## config.mk

```make
export PLATFORM = sky130hd
export DESIGN_NAME = core_top
export DESIGN_NICKNAME = d
export VERILOG_FILES = /design/src/rv32_isa_pkg.sv /design/src/core_uarch_pkg.sv /design/src/core_top.sv /design/src/alu_exec.sv /design/src/reg_file.sv /design/src/inst_decoder.sv /design/src/pc_unit.sv
export SDC_FILE = /design/constraint.sdc
export NUM_CORES = 2
export LEC_CHECK = 0
export BUFFER_PORTS_ARGS = -buffer_cell sky130_fd_sc_hd__buf_2
export CELL_PAD_IN_SITES_DETAIL_PLACEMENT = 0
export CELL_PAD_IN_SITES_GLOBAL_PLACEMENT = 1
export CORE_MARGIN = 5
export CORE_UTILIZATION = 46
export DETAILED_ROUTE_END_ITERATION = 8
export PLACE_DENSITY_LB_ADDON = 0.15
export SYNTH_ARGS = -nofsm -noshare
export SYNTH_HDL_FRONTEND = slang
export SYNTH_SLANG_ARGS = --single-unit
```

## constraint.sdc

```tcl
create_clock -name clk -period 7.83 [get_ports clk]
set_input_delay 0.783 -clock clk [delete_from_list [all_inputs] [get_ports clk]]
set_output_delay 0.783 -clock clk [all_outputs]
set_load 0.02 [all_outputs]
```

## src/rv32_isa_pkg.sv

```systemverilog
`default_nettype none

package rv32_isa_pkg;

	// base integer width and field widths
	localparam int XLEN      = 32;
	localparam int REG_IDX_W = 5;
	localparam int NUM_REGS  = 2 ** REG_IDX_W;
	localparam int OPCODE_W  = 7;
	localparam int FUNCT3_W  = 3;
	localparam int FUNCT7_W  = 7;

	// data and instruction word
	typedef logic [XLEN-1:0] word_t;
	// byte address
	typedef logic [XLEN-1:0] addr_t;
	// architectural register index
	typedef logic [REG_IDX_W-1:0] reg_idx_t;

	// major opcodes of the supported subset
	typedef enum logic [OPCODE_W-1:0] {
		OPC_LUI    = 7'b0110111,
		OPC_AUIPC  = 7'b0010111,
		OPC_JAL    = 7'b1101111,
		OPC_JALR   = 7'b1100111,
		OPC_OP_IMM = 7'b0010011,
		OPC_OP     = 7'b0110011,
		OPC_SYSTEM = 7'b1110011
	} opcode_t;

	// funct3 for OP and OP-IMM
	localparam logic [FUNCT3_W-1:0] F3_ADD_SUB = 3'b000;
	localparam logic [FUNCT3_W-1:0] F3_SLL     = 3'b001;
	localparam logic [FUNCT3_W-1:0] F3_SLT     = 3'b010;
	localparam logic [FUNCT3_W-1:0] F3_SLTU    = 3'b011;
	localparam logic [FUNCT3_W-1:0] F3_XOR     = 3'b100;
	localparam logic [FUNCT3_W-1:0] F3_SR      = 3'b101;
	localparam logic [FUNCT3_W-1:0] F3_OR      = 3'b110;
	localparam logic [FUNCT3_W-1:0] F3_AND     = 3'b111;

	// funct7 values, ALT selects sub and sra
	localparam logic [FUNCT7_W-1:0] F7_BASE = 7'h00;
	localparam logic [FUNCT7_W-1:0] F7_ALT  = 7'h20;

	// the only SYSTEM encoding accepted
	localparam word_t EBREAK_WORD = 32'h0010_0073;

endpackage

`default_nettype wire
```

## src/core_uarch_pkg.sv

```systemverilog
`default_nettype none

package core_uarch_pkg;

	// ALU functions, shared by OP and OP-IMM
	typedef enum logic [3:0] {
		ALU_ADD,
		ALU_SUB,
		ALU_SLL,
		ALU_SLT,
		ALU_SLTU,
		ALU_XOR,
		ALU_SRL,
		ALU_SRA,
		ALU_OR,
		ALU_AND
	} alu_op_t;

	// writeback value source
	typedef enum logic [1:0] {
		RES_ALU,
		RES_LINK,
		RES_IMM
	} res_src_t;

	// second ALU operand
	typedef enum logic {
		SRC_B_REG,
		SRC_B_IMM
	} src_b_sel_t;

	// decoder output bundle
	typedef struct packed {
		alu_op_t                 alu_op;
		res_src_t                res_src;
		src_b_sel_t              src_b_sel;
		// auipc takes pc as operand a
		logic                    use_pc_a;
		logic                    rd_we;
		rv32_isa_pkg::reg_idx_t  rd;
		rv32_isa_pkg::reg_idx_t  rs1;
		rv32_isa_pkg::reg_idx_t  rs2;
		rv32_isa_pkg::word_t     imm;
		logic                    is_jal;
		logic                    is_jalr;
		logic                    is_ebreak;
		logic                    invalid;
	} dec_t;

	// per-instruction trace, 102 bits
	typedef struct packed {
		rv32_isa_pkg::addr_t     pc;
		rv32_isa_pkg::word_t     inst;
		logic                    rd_we;
		rv32_isa_pkg::reg_idx_t  rd;
		rv32_isa_pkg::word_t     wdata;
	} retire_t;

endpackage

`default_nettype wire

```

## src/core_top.sv

```systemverilog
`timescale 1ns/1ps
`default_nettype none

module core_top #(
	parameter rv32_isa_pkg::addr_t RESET_PC = 32'h8000_0000
) (
	input  logic                     clk,
	input  logic                     arst_n_i,
	output rv32_isa_pkg::addr_t      fetch_addr_o,
	input  rv32_isa_pkg::word_t      inst_i,
	output logic                     invalid_o,
	output logic                     halted_o,
	output logic                     retire_o,
	output core_uarch_pkg::retire_t  retire_data_o
);
	import rv32_isa_pkg::*;
	import core_uarch_pkg::*;

	addr_t  pc;
	addr_t  jalr_target;
	logic   run;
	logic   rd_we;
	dec_t   dec;
	word_t  rs1_val;
	word_t  rs2_val;
	word_t  result;

	pc_unit #(
		.RESET_PC (RESET_PC)
	) u_pc_unit (
		.clk           (clk),
		.arst_n_i      (arst_n_i),
		.is_jal_i      (dec.is_jal),
		.is_jalr_i     (dec.is_jalr),
		.is_ebreak_i   (dec.is_ebreak),
		.imm_i         (dec.imm),
		.jalr_target_i (jalr_target),
		.pc_o          (pc),
		.run_o         (run),
		.halted_o      (halted_o)
	);

	inst_decoder u_inst_decoder (
		.inst_i (inst_i),
		.dec_o  (dec)
	);

	// writes only land in RUN cycles
	assign rd_we = dec.rd_we & run;

	reg_file u_reg_file (
		.clk      (clk),
		.arst_n_i (arst_n_i),
		.we_i     (rd_we),
		.waddr_i  (dec.rd),
		.raddr1_i (dec.rs1),
		.raddr2_i (dec.rs2),
		.wdata_i  (result),
		.rdata1_o (rs1_val),
		.rdata2_o (rs2_val)
	);

	alu_exec u_alu_exec (
		.dec_i         (dec),
		.pc_i          (pc),
		.rs1_val_i     (rs1_val),
		.rs2_val_i     (rs2_val),
		.result_o      (result),
		.jalr_target_o (jalr_target)
	);

	assign fetch_addr_o = pc;
	// one retire per RUN cycle
	assign retire_o  = run;
	assign invalid_o = dec.invalid & run;

	// trace, rd and wdata zero when nothing is written
	assign retire_data_o.pc    = pc;
	assign retire_data_o.inst  = inst_i;
	assign retire_data_o.rd_we = rd_we;
	assign retire_data_o.rd    = rd_we ? dec.rd : '0;
	assign retire_data_o.wdata = rd_we ? result : '0;

endmodule

`default_nettype wire

```

## src/alu_exec.sv

```systemverilog
`timescale 1ns/1ps
`default_nettype none

module alu_exec (
	input  core_uarch_pkg::dec_t  dec_i,
	input  rv32_isa_pkg::addr_t   pc_i,
	input  rv32_isa_pkg::word_t   rs1_val_i,
	input  rv32_isa_pkg::word_t   rs2_val_i,
	output rv32_isa_pkg::word_t   result_o,
	output rv32_isa_pkg::addr_t   jalr_target_o
);
	import rv32_isa_pkg::*;
	import core_uarch_pkg::*;

	word_t                 op_a;
	word_t                 op_b;
	word_t                 alu_res;
	word_t                 link_addr;
	logic [REG_IDX_W-1:0]  shamt;

	// operand muxes
	assign op_a = dec_i.use_pc_a ? pc_i : rs1_val_i;
	assign op_b = (dec_i.src_b_sel == SRC_B_IMM) ? dec_i.imm : rs2_val_i;
	// shifts use only low 5 bits
	assign shamt = op_b[REG_IDX_W-1:0];

	always_comb begin
		case (dec_i.alu_op)
			ALU_ADD:  alu_res = op_a + op_b;
			ALU_SUB:  alu_res = op_a - op_b;
			ALU_SLL:  alu_res = op_a << shamt;
			ALU_SLT:  alu_res = {31'b0, $signed(op_a) < $signed(op_b)};
			ALU_SLTU: alu_res = {31'b0, op_a < op_b};
			ALU_XOR:  alu_res = op_a ^ op_b;
			ALU_SRL:  alu_res = op_a >> shamt;
			ALU_SRA:  alu_res = $signed(op_a) >>> shamt;
			ALU_OR:   alu_res = op_a | op_b;
			default:  alu_res = op_a & op_b;
		endcase
	end

	// return address for jal and jalr
	assign link_addr = pc_i + 32'd4;

	// writeback select
	always_comb begin
		case (dec_i.res_src)
			RES_LINK: result_o = link_addr;
			RES_IMM:  result_o = dec_i.imm;
			default:  result_o = alu_res;
		endcase
	end

	// low bits cleared later in pc_unit
	assign jalr_target_o = rs1_val_i + dec_i.imm;

endmodule

`default_nettype wire

```

## src/reg_file.sv

```systemverilog
`timescale 1ns/1ps
`default_nettype none

module reg_file (
	input  logic                    clk,
	input  logic                    arst_n_i,
	input  logic                    we_i,
	input  rv32_isa_pkg::reg_idx_t  waddr_i,
	input  rv32_isa_pkg::reg_idx_t  raddr1_i,
	input  rv32_isa_pkg::reg_idx_t  raddr2_i,
	input  rv32_isa_pkg::word_t     wdata_i,
	output rv32_isa_pkg::word_t     rdata1_o,
	output rv32_isa_pkg::word_t     rdata2_o
);
	import rv32_isa_pkg::*;

	word_t regs_q [NUM_REGS];

	// x0 is never written so it keeps its reset value
	always_ff @(posedge clk or negedge arst_n_i) begin
		if (!arst_n_i) begin
			for (int i = 0; i < NUM_REGS; i++) begin
				regs_q[i] <= '0;
			end
		end else if (we_i && (waddr_i != '0)) begin
			regs_q[waddr_i] <= wdata_i;
		end
	end

	// async reads, same-cycle write not visible
	assign rdata1_o = regs_q[raddr1_i];
	assign rdata2_o = regs_q[raddr2_i];

	// x0 reads zero on both ports even after writes aimed at it
	a_x0_zero: assert property (@(posedge clk) disable iff (!arst_n_i)
		(raddr1_i != '0 || rdata1_o == '0) && (raddr2_i != '0 || rdata2_o == '0));

endmodule

`default_nettype wire

```

## src/inst_decoder.sv

```systemverilog
`timescale 1ns/1ps
`default_nettype none

module inst_decoder (
	input  rv32_isa_pkg::word_t    inst_i,
	output core_uarch_pkg::dec_t   dec_o
);
	import rv32_isa_pkg::*;
	import core_uarch_pkg::*;

	opcode_t              opcode;
	logic [FUNCT3_W-1:0]  funct3;
	logic [FUNCT7_W-1:0]  funct7;
	word_t                imm_i_type;
	word_t                imm_u_type;
	word_t                imm_j_type;
	dec_t                 dec;

	// raw fields
	assign opcode = opcode_t'(inst_i[6:0]);
	assign funct3 = inst_i[14:12];
	assign funct7 = inst_i[31:25];

	// sign-extended I immediate
	assign imm_i_type = {{20{inst_i[31]}}, inst_i[31:20]};
	// upper immediate, low 12 bits zero
	assign imm_u_type = {inst_i[31:12], 12'b0};
	// J immediate, scattered bits, bit 0 always zero
	assign imm_j_type = {{12{inst_i[31]}}, inst_i[19:12], inst_i[20], inst_i[30:21], 1'b0};

	always_comb begin
		dec           = '0;
		dec.alu_op    = ALU_ADD;
		dec.res_src   = RES_ALU;
		dec.src_b_sel = SRC_B_REG;
		dec.rd        = inst_i[11:7];
		dec.rs1       = inst_i[19:15];
		dec.rs2       = inst_i[24:20];
		case (opcode)
			OPC_LUI: begin
				dec.rd_we   = 1'b1;
				dec.res_src = RES_IMM;
				dec.imm     = imm_u_type;
			end
			OPC_AUIPC: begin
				// pc + upper immediate through the adder
				dec.rd_we     = 1'b1;
				dec.use_pc_a  = 1'b1;
				dec.src_b_sel = SRC_B_IMM;
				dec.imm       = imm_u_type;
			end
			OPC_JAL: begin
				dec.rd_we   = 1'b1;
				dec.res_src = RES_LINK;
				dec.imm     = imm_j_type;
				dec.is_jal  = 1'b1;
			end
			OPC_JALR: begin
				dec.rd_we   = 1'b1;
				dec.res_src = RES_LINK;
				dec.imm     = imm_i_type;
				dec.is_jalr = 1'b1;
				// only funct3 000 is defined
				dec.invalid = (funct3 != F3_ADD_SUB);
			end
			OPC_OP_IMM: begin
				dec.rd_we     = 1'b1;
				dec.src_b_sel = SRC_B_IMM;
				dec.imm       = imm_i_type;
				case (funct3)
					F3_ADD_SUB: dec.alu_op = ALU_ADD;
					F3_SLT:     dec.alu_op = ALU_SLT;
					F3_SLTU:    dec.alu_op = ALU_SLTU;
					F3_XOR:     dec.alu_op = ALU_XOR;
					F3_OR:      dec.alu_op = ALU_OR;
					F3_AND:     dec.alu_op = ALU_AND;
					F3_SLL: begin
						dec.alu_op  = ALU_SLL;
						dec.invalid = (funct7 != F7_BASE);
					end
					// srli or srai by funct7, anything else illegal
					default: begin
						dec.alu_op  = (funct7 == F7_ALT) ? ALU_SRA : ALU_SRL;
						dec.invalid = (funct7 != F7_BASE) && (funct7 != F7_ALT);
					end
				endcase
			end
			OPC_OP: begin
				dec.rd_we = 1'b1;
				case (funct3)
					F3_ADD_SUB: dec.alu_op = (funct7 == F7_ALT) ? ALU_SUB : ALU_ADD;
					F3_SLL:     dec.alu_op = ALU_SLL;
					F3_SLT:     dec.alu_op = ALU_SLT;
					F3_SLTU:    dec.alu_op = ALU_SLTU;
					F3_XOR:     dec.alu_op = ALU_XOR;
					F3_SR:      dec.alu_op = (funct7 == F7_ALT) ? ALU_SRA : ALU_SRL;
					F3_OR:      dec.alu_op = ALU_OR;
					default:    dec.alu_op = ALU_AND;
				endcase
				// alt funct7 exists only for sub and sra
				if (funct7 == F7_ALT) begin
					dec.invalid = (funct3 != F3_ADD_SUB) && (funct3 != F3_SR);
				end else begin
					dec.invalid = (funct7 != F7_BASE);
				end
			end
			OPC_SYSTEM: begin
				dec.is_ebreak = (inst_i == EBREAK_WORD);
				dec.invalid   = (inst_i != EBREAK_WORD);
			end
			default: dec.invalid = 1'b1;
		endcase
		// illegal words retire as plain pc+4
		if (dec.invalid) begin
			dec.rd_we   = 1'b0;
			dec.is_jal  = 1'b0;
			dec.is_jalr = 1'b0;
		end
	end

	assign dec_o = dec;

endmodule

`default_nettype wire

```

## src/pc_unit.sv

```systemverilog
`timescale 1ns/1ps
`default_nettype none

module pc_unit #(
	parameter rv32_isa_pkg::addr_t RESET_PC = 32'h8000_0000
) (
	input  logic                 clk,
	input  logic                 arst_n_i,
	input  logic                 is_jal_i,
	input  logic                 is_jalr_i,
	input  logic                 is_ebreak_i,
	input  rv32_isa_pkg::word_t  imm_i,
	input  rv32_isa_pkg::addr_t  jalr_target_i,
	output rv32_isa_pkg::addr_t  pc_o,
	output logic                 run_o,
	output logic                 halted_o
);
	import rv32_isa_pkg::*;

	typedef enum logic [1:0] {
		ST_RESET,
		ST_RUN,
		ST_HALT
	} state_t;

	state_t state_q;
	state_t state_d;
	addr_t  pc_q;
	addr_t  pc_d;
	addr_t  jal_target;

	// pc-relative jump target before alignment
	assign jal_target = pc_q + imm_i;

	always_comb begin
		state_d = state_q;
		pc_d    = pc_q;
		case (state_q)
			// first edge after reset only starts the run
			ST_RESET: state_d = ST_RUN;
			ST_RUN: begin
				if (is_ebreak_i) begin
					// pc stays on the ebreak
					state_d = ST_HALT;
				end else if (is_jal_i) begin
					pc_d = {jal_target[31:2], 2'b00};
				end else if (is_jalr_i) begin
					pc_d = {jalr_target_i[31:2], 2'b00};
				end else begin
					pc_d = pc_q + 32'd4;
				end
			end
			ST_HALT: state_d = ST_HALT;
			default: state_d = ST_RESET;
		endcase
	end

	always_ff @(posedge clk or negedge arst_n_i) begin
		if (!arst_n_i) begin
			state_q <= ST_RESET;
			pc_q    <= RESET_PC;
		end else begin
			state_q <= state_d;
			pc_q    <= pc_d;
		end
	end

	assign pc_o     = pc_q;
	assign run_o    = (state_q == ST_RUN);
	assign halted_o = (state_q == ST_HALT);

	// fetch address stays word aligned whatever the jalr operands were
	a_pc_aligned: assert property (@(posedge clk) disable iff (!arst_n_i)
		pc_q[1:0] == 2'b00);

	// halt is final and freezes the pc
	a_halt_holds: assert property (@(posedge clk) disable iff (!arst_n_i)
		state_q == ST_HALT |=> state_q == ST_HALT && $stable(pc_q));

endmodule

`default_nettype wire

```

## Word level (Yosys, flattened, before mapping)

Cells that the tools add are included.

- $add $sub $neg: 5
- Bitwise operators: 9
- Reductions and logical operators: 18
- Eq/ne operators: 32
- Muxes and demuxes: 37
- Shifts and indexed selects: 3
- Magnitude comparators: 6

Operator list:

| kind | number |
|---|---|
| $bwmux 1024 | 1 |
| $bmux 32 s5 | 2 |
| $mux 32 | 10 |
| $pmux 32 s9 | 1 |
| $demux 32 s5 | 1 |
| $add 32x32->32 | 3 |
| $pmux 32 s3 | 1 |
| $lt 32x32->1 | 2 |
| $pmux 32 s2 | 1 |
| $pmux 4 s7 | 2 |
| $add 32x3->32 const B | 1 |
| $and 32x32->32 | 1 |
| $eq 32x21->1 const B | 1 |
| $ne 32x21->1 const B | 1 |
| $or 32x32->32 | 1 |
| $shl 32x5->32 | 1 |
| $shr 32x5->32 | 1 |
| $sshr 32x5->32 | 1 |
| $sub 32x32->32 | 1 |
| $xor 32x32->32 | 1 |
| $eq 7x6->1 const B | 3 |
| $eq 7x7->1 const B | 3 |
| $ge 6x6->1 const B | 3 |
| $not 5->6 | 3 |
| 35 further kinds | 64 |

- Input bits: 34
- Logic and storage cells: 144
- Output and inout port bits: 137
- Register bits: 1058

## Longest topological paths before layout

- Word-level depth: 9
- Mapped depth: 28
- Gate-level depth less buffers: 20

## Modules after synthesis

Synthesis repeated with hierarchy kept, for this count alone.

- Cell total of the unflattened synthesis: 7104
- Area, all modules: 72913.7 µm²

Modules (own cells, without submodules):

| module | seq. area each (µm²) | times used | cells each | area an instance (µm²) |
|---|---|---|---|---|
| reg_file | 25624.6 | 1 | 4601 | 55942.4 |
| alu_exec | 0.0 | 1 | 1808 | 11762.5 |
| pc_unit | 802.0 | 1 | 463 | 3589.7 |
| core_top | 0.0 | 1 | 112 | 814.5 |
| inst_decoder | 0.0 | 1 | 120 | 804.5 |

## Worst setup path before layout

Ideal clock, no wire load.

- Kind: input -> output
- Start: in inst_i[20]
- End: out retire_data_o[0] in the netlist's numbering
- Cell stages on the path: 25
- Required time: 7.047 ns
- Data arrival time: 7.227 ns
- Path slack: -0.180 ns
- Path buffers: 8
- Path through: buf_6 > buf_4 > buf_2 > clkbuf_1 > buf_1 > buf_1 > mux4_2 > mux4_2 > mux2i_1 > a21oi_1 > ha_1 > clkbuf_1 > or3_1 > nor3_1 > o211ai_1 > and2_1 > a31oi_1 > a21oi_1 > o311a_1 > or4_1 > nand4_1 > nand3_1 > o21ai_1 > clkbuf_1 > nor2_1

RTL lines:

| element | RTL line | text |
|---|---|---|
| from (decl) | core_top.sv:10 | `input rv32_isa_pkg::word_t inst_i,` |
| to (decl) | core_top.sv:14 | `output core_uarch_pkg::retire_t retire_data_o` |

==> impl_metrics.toml <==
[status]
outcome = "finished, violations left"
violations = "max-capacitance violations"

[sta]
setup_viol = 0
slew_headroom = 0.0144
rsz0062_at_grt = "no"
final.setup_skew_ns = 0.0829
post-route-period-util = 0.998
hold_viol = 0
worst_pin_slew_ns = 1.47
slew_viol_final = 0
timing.fmax_mhz = 128
fin_tns_setup_ns = 0
fin_crit_ns = 7.82

[synthesis]
synth-compound-area-share = 0.183
yosys.area_share.simple = 0.126
yosys_warnings = 0
synth_area_um2 = 69300
synth-edff-count = 0
yosysSeqAreaShare = 0.381
synth_top_family_by_area = "multiplexers"
yosys.area.top_type = "dfrtp_1"
yosys-top-cells-area = "dfrtp_1 38%, mux4_2 15%, o21ai_0 7.5%"
synth_top_area_frac = 0.381
avgSynthCellArea_um2 = 9.64
synth_flop_cell = "dfrtp_1"
synth_seq_cells = 1056
ys_types = 103
synth_xor_area_frac = 0.0114
muxShareOfSynthArea = 0.211
synth-adder-area-share = 0.0300
syn-instance-count = 7189
async_flop_share = 1.00

[routing]
wl_met1_um = 129000
wl_met2_um = 142000
wirelength_um = 321000
ant_nets = 0
wire_per_inst_um = 34.2
drc = 0
dr.pass1.iters = 5
drt_iter0_markers = 7533
topRoutingLayerUsed = "met5"
viasPerCell = 6.60
num_vias = 61900
wl_met3_um = 30100

[cells_and_area]
mostFrequentLayoutCells = "1,210 x nand2_1, 1,055 x dfrtp_1, 1,033 x o21ai_0, 472 x buf_4, 456 x mux4_2"
utilization = 0.523
final_common_cell = "nand2_1"
drive_above_1_share = 0.218
syn_to_final_growth_pct = 13.1
layout.nets = 7459
design_area_um2 = 78400
stdcell_count = 9376

[clocking]
cts_tree = "yes"
clk_pin_slew_ns = 0.06
cts_buffer_depth = 3
numClockSinks = 1056
cts_htree_levels = 3
clock_latency_ns = 0.80
post_cts_buffers = 0
cts-root-buf = "clkbuf_16"
ctsHoldBuffers = 0
numCtsBuffers = 115

[global_routing]
grt_max_degree = 165
grt_pass1_vias = 59600
antenna_found_initial = 21
grt_overflow = 0
grt_use_total = 0.399
grt_pass1_wl_um = 454000

[worst_setup_path]
required_ns = 7.05
critPathTopFamily = "compound AO/OA/AOI/OAI gates"
cp_slowest_stage_delay_ns = 0.85
slowest_stage = "nor2b_2"
worstPathArrival_ns = 7.03
startpoint_type = "input port"
end_kind = "primary output"
crit_chain = "buf_2 > nor2b_2 > o21ai_0 > or3_1 > nand3_1 > o31ai_1 > ha_1 > buf_4 > a21oi_1 > o211ai_1 > o311ai_0 > buf_4 > a311oi_1 > buf_4 > o21ai_0 > buf_4 > buf_4 > o22ai_1 > or3_1 > a32oi_1 > o41ai_4 > nor2_1 > buf_2"
worst-path-buf-inv = 7
cp_common_cell = "buf_4"
critical_path.max_fanout = 13
crit_type = "input port to primary output"

[place]
placedInstanceArea_um2 = 74300
dp_hpwl_um = 226000
io_buffer_count = 166
gp_congestion = 1.05
placed_cells = 9159

[power_and_ir_drop]
ir_worst_vdd_mv = 0.233
fin_total_pwr_mw = 14.3
p_per_area_nw_per_um2 = 182
power.leakage_nw = 34.8

[floorplan]
die_w_um = 398
rows = 142
start_util = 0.463
io_pins = 171
core_area_um2 = 150000
die_y_um = 398
dieArea_um2 = 159000

[flow_run]
drv_cap = 1

[hold_path]
min-delay-path-class = "input port to async pin"
==> routing by layer <==
layer / vias up / GRT usage
met1: 31200 / 0.540
li1: 26400 / -
met5: - / 0
met3: 837 / 0.0854
met2: 3400 / 0.611
met4: 10 / 0.201
==> synth_stat cells, types with 35 or more instances <==
cell         n
nand2_1   1243
dfrtp_1   1055
o21ai_0   1040
clkbuf_1   502
mux4_2     456
nor2_1     313
mux2i_1    306
a21oi_1    260
ha_1       163
inv_1      124
mux2_2     115
nand3_1     90
buf_4       89
nor3_1      89
o21ai_1     82
a21o_1      81
a22oi_1     79
o22ai_1     66
buf_2       57
xnor2_1     52
buf_1       49
a31oi_1     48
a211oi_1    44
a221oi_1    42
o21a_1      42
and2_1      40
nand2b_1    40
xor2_1      38
and3_1      37
o211ai_1    35
==> report_power, final <==
part	internal (mW)	leakage [nW]	switching [mW]	total [mW]
clock network	3.35	1.96	2.45	5.80
registers	5.51	14.7	0.200	5.71
logic	0.897	18.1	1.88	2.78
total	9.76	34.8	4.53	14.3
==> through the flow <==
stage | hold slack, ns | worst slack (ns)
5_1_grt | 0.0763 | 0.0126
3_5_place_dp | 0.382 | -0.0886
3_3_place_gp | 0.380 | -0.131
6_report | 0.0138 | 0.0120
4_1_cts | 0.0223 | 0.0348
2_1_floorplan | 0.441 | 0.0158
==> kinds of logic after synthesis <==
family,count (synthesis)
compound gates,2095
simple gates,2036
flops,1056
mux,878
buf+inv,868
fa+ha+maj,165
xor+xnor,90
other cells,1
==> worst paths after layout <==
path,startpoint,endpoint,slack [ns],cells after the start
max,inst_i[19],retire_data_o[27],0.01,23
min,arst_n_i,u_reg_file.regs_q[170],0.01,1
max reg2reg,u_reg_file.regs_q[778],u_reg_file.regs_q[960],1.55,21
min reg2reg,u_reg_file.regs_q[1000],u_reg_file.regs_q[1000],0.40,0
max in group asynchronous,arst_n_i,u_reg_file.regs_q[344],5.93,3
min in group clk,u_reg_file.regs_q[1000],u_reg_file.regs_q[1000],0.40,0
==> registers in the layout, summed over array words and instances (netlist names) <==
signal,flops
u_pc_unit.pc_o,30
u_pc_unit.state_q,2
u_reg_file.regs_q,1024
==> what timing repair did <==
| action | 4_1_cts | 5_1_grt |
|---|---|---|
| gates resized for setup | 2 | 5 |
| endpoints found under the setup margin | 2 | 3 |
| pin swaps | 0 | 0 |
==> final cells by class <==
| cell class | instances | area [um^2] |
|---|---|---|
| Antenna cell | 7 | 17.5 |
| Clock buffer | 164 | 3320 |
| Clock inverter | 46 | 698 |
| Fill cell | 13700 | 71400 |
| Inverter | 135 | 512 |
| Multi-Input combinational cell | 5268 | 39500 |
| Sequential cell | 1056 | 26400 |
| Tap cell | 2016 | 2520 |
| Timing Repair Buffer | 684 | 5370 |
Power figures use the tool's default switching activity.
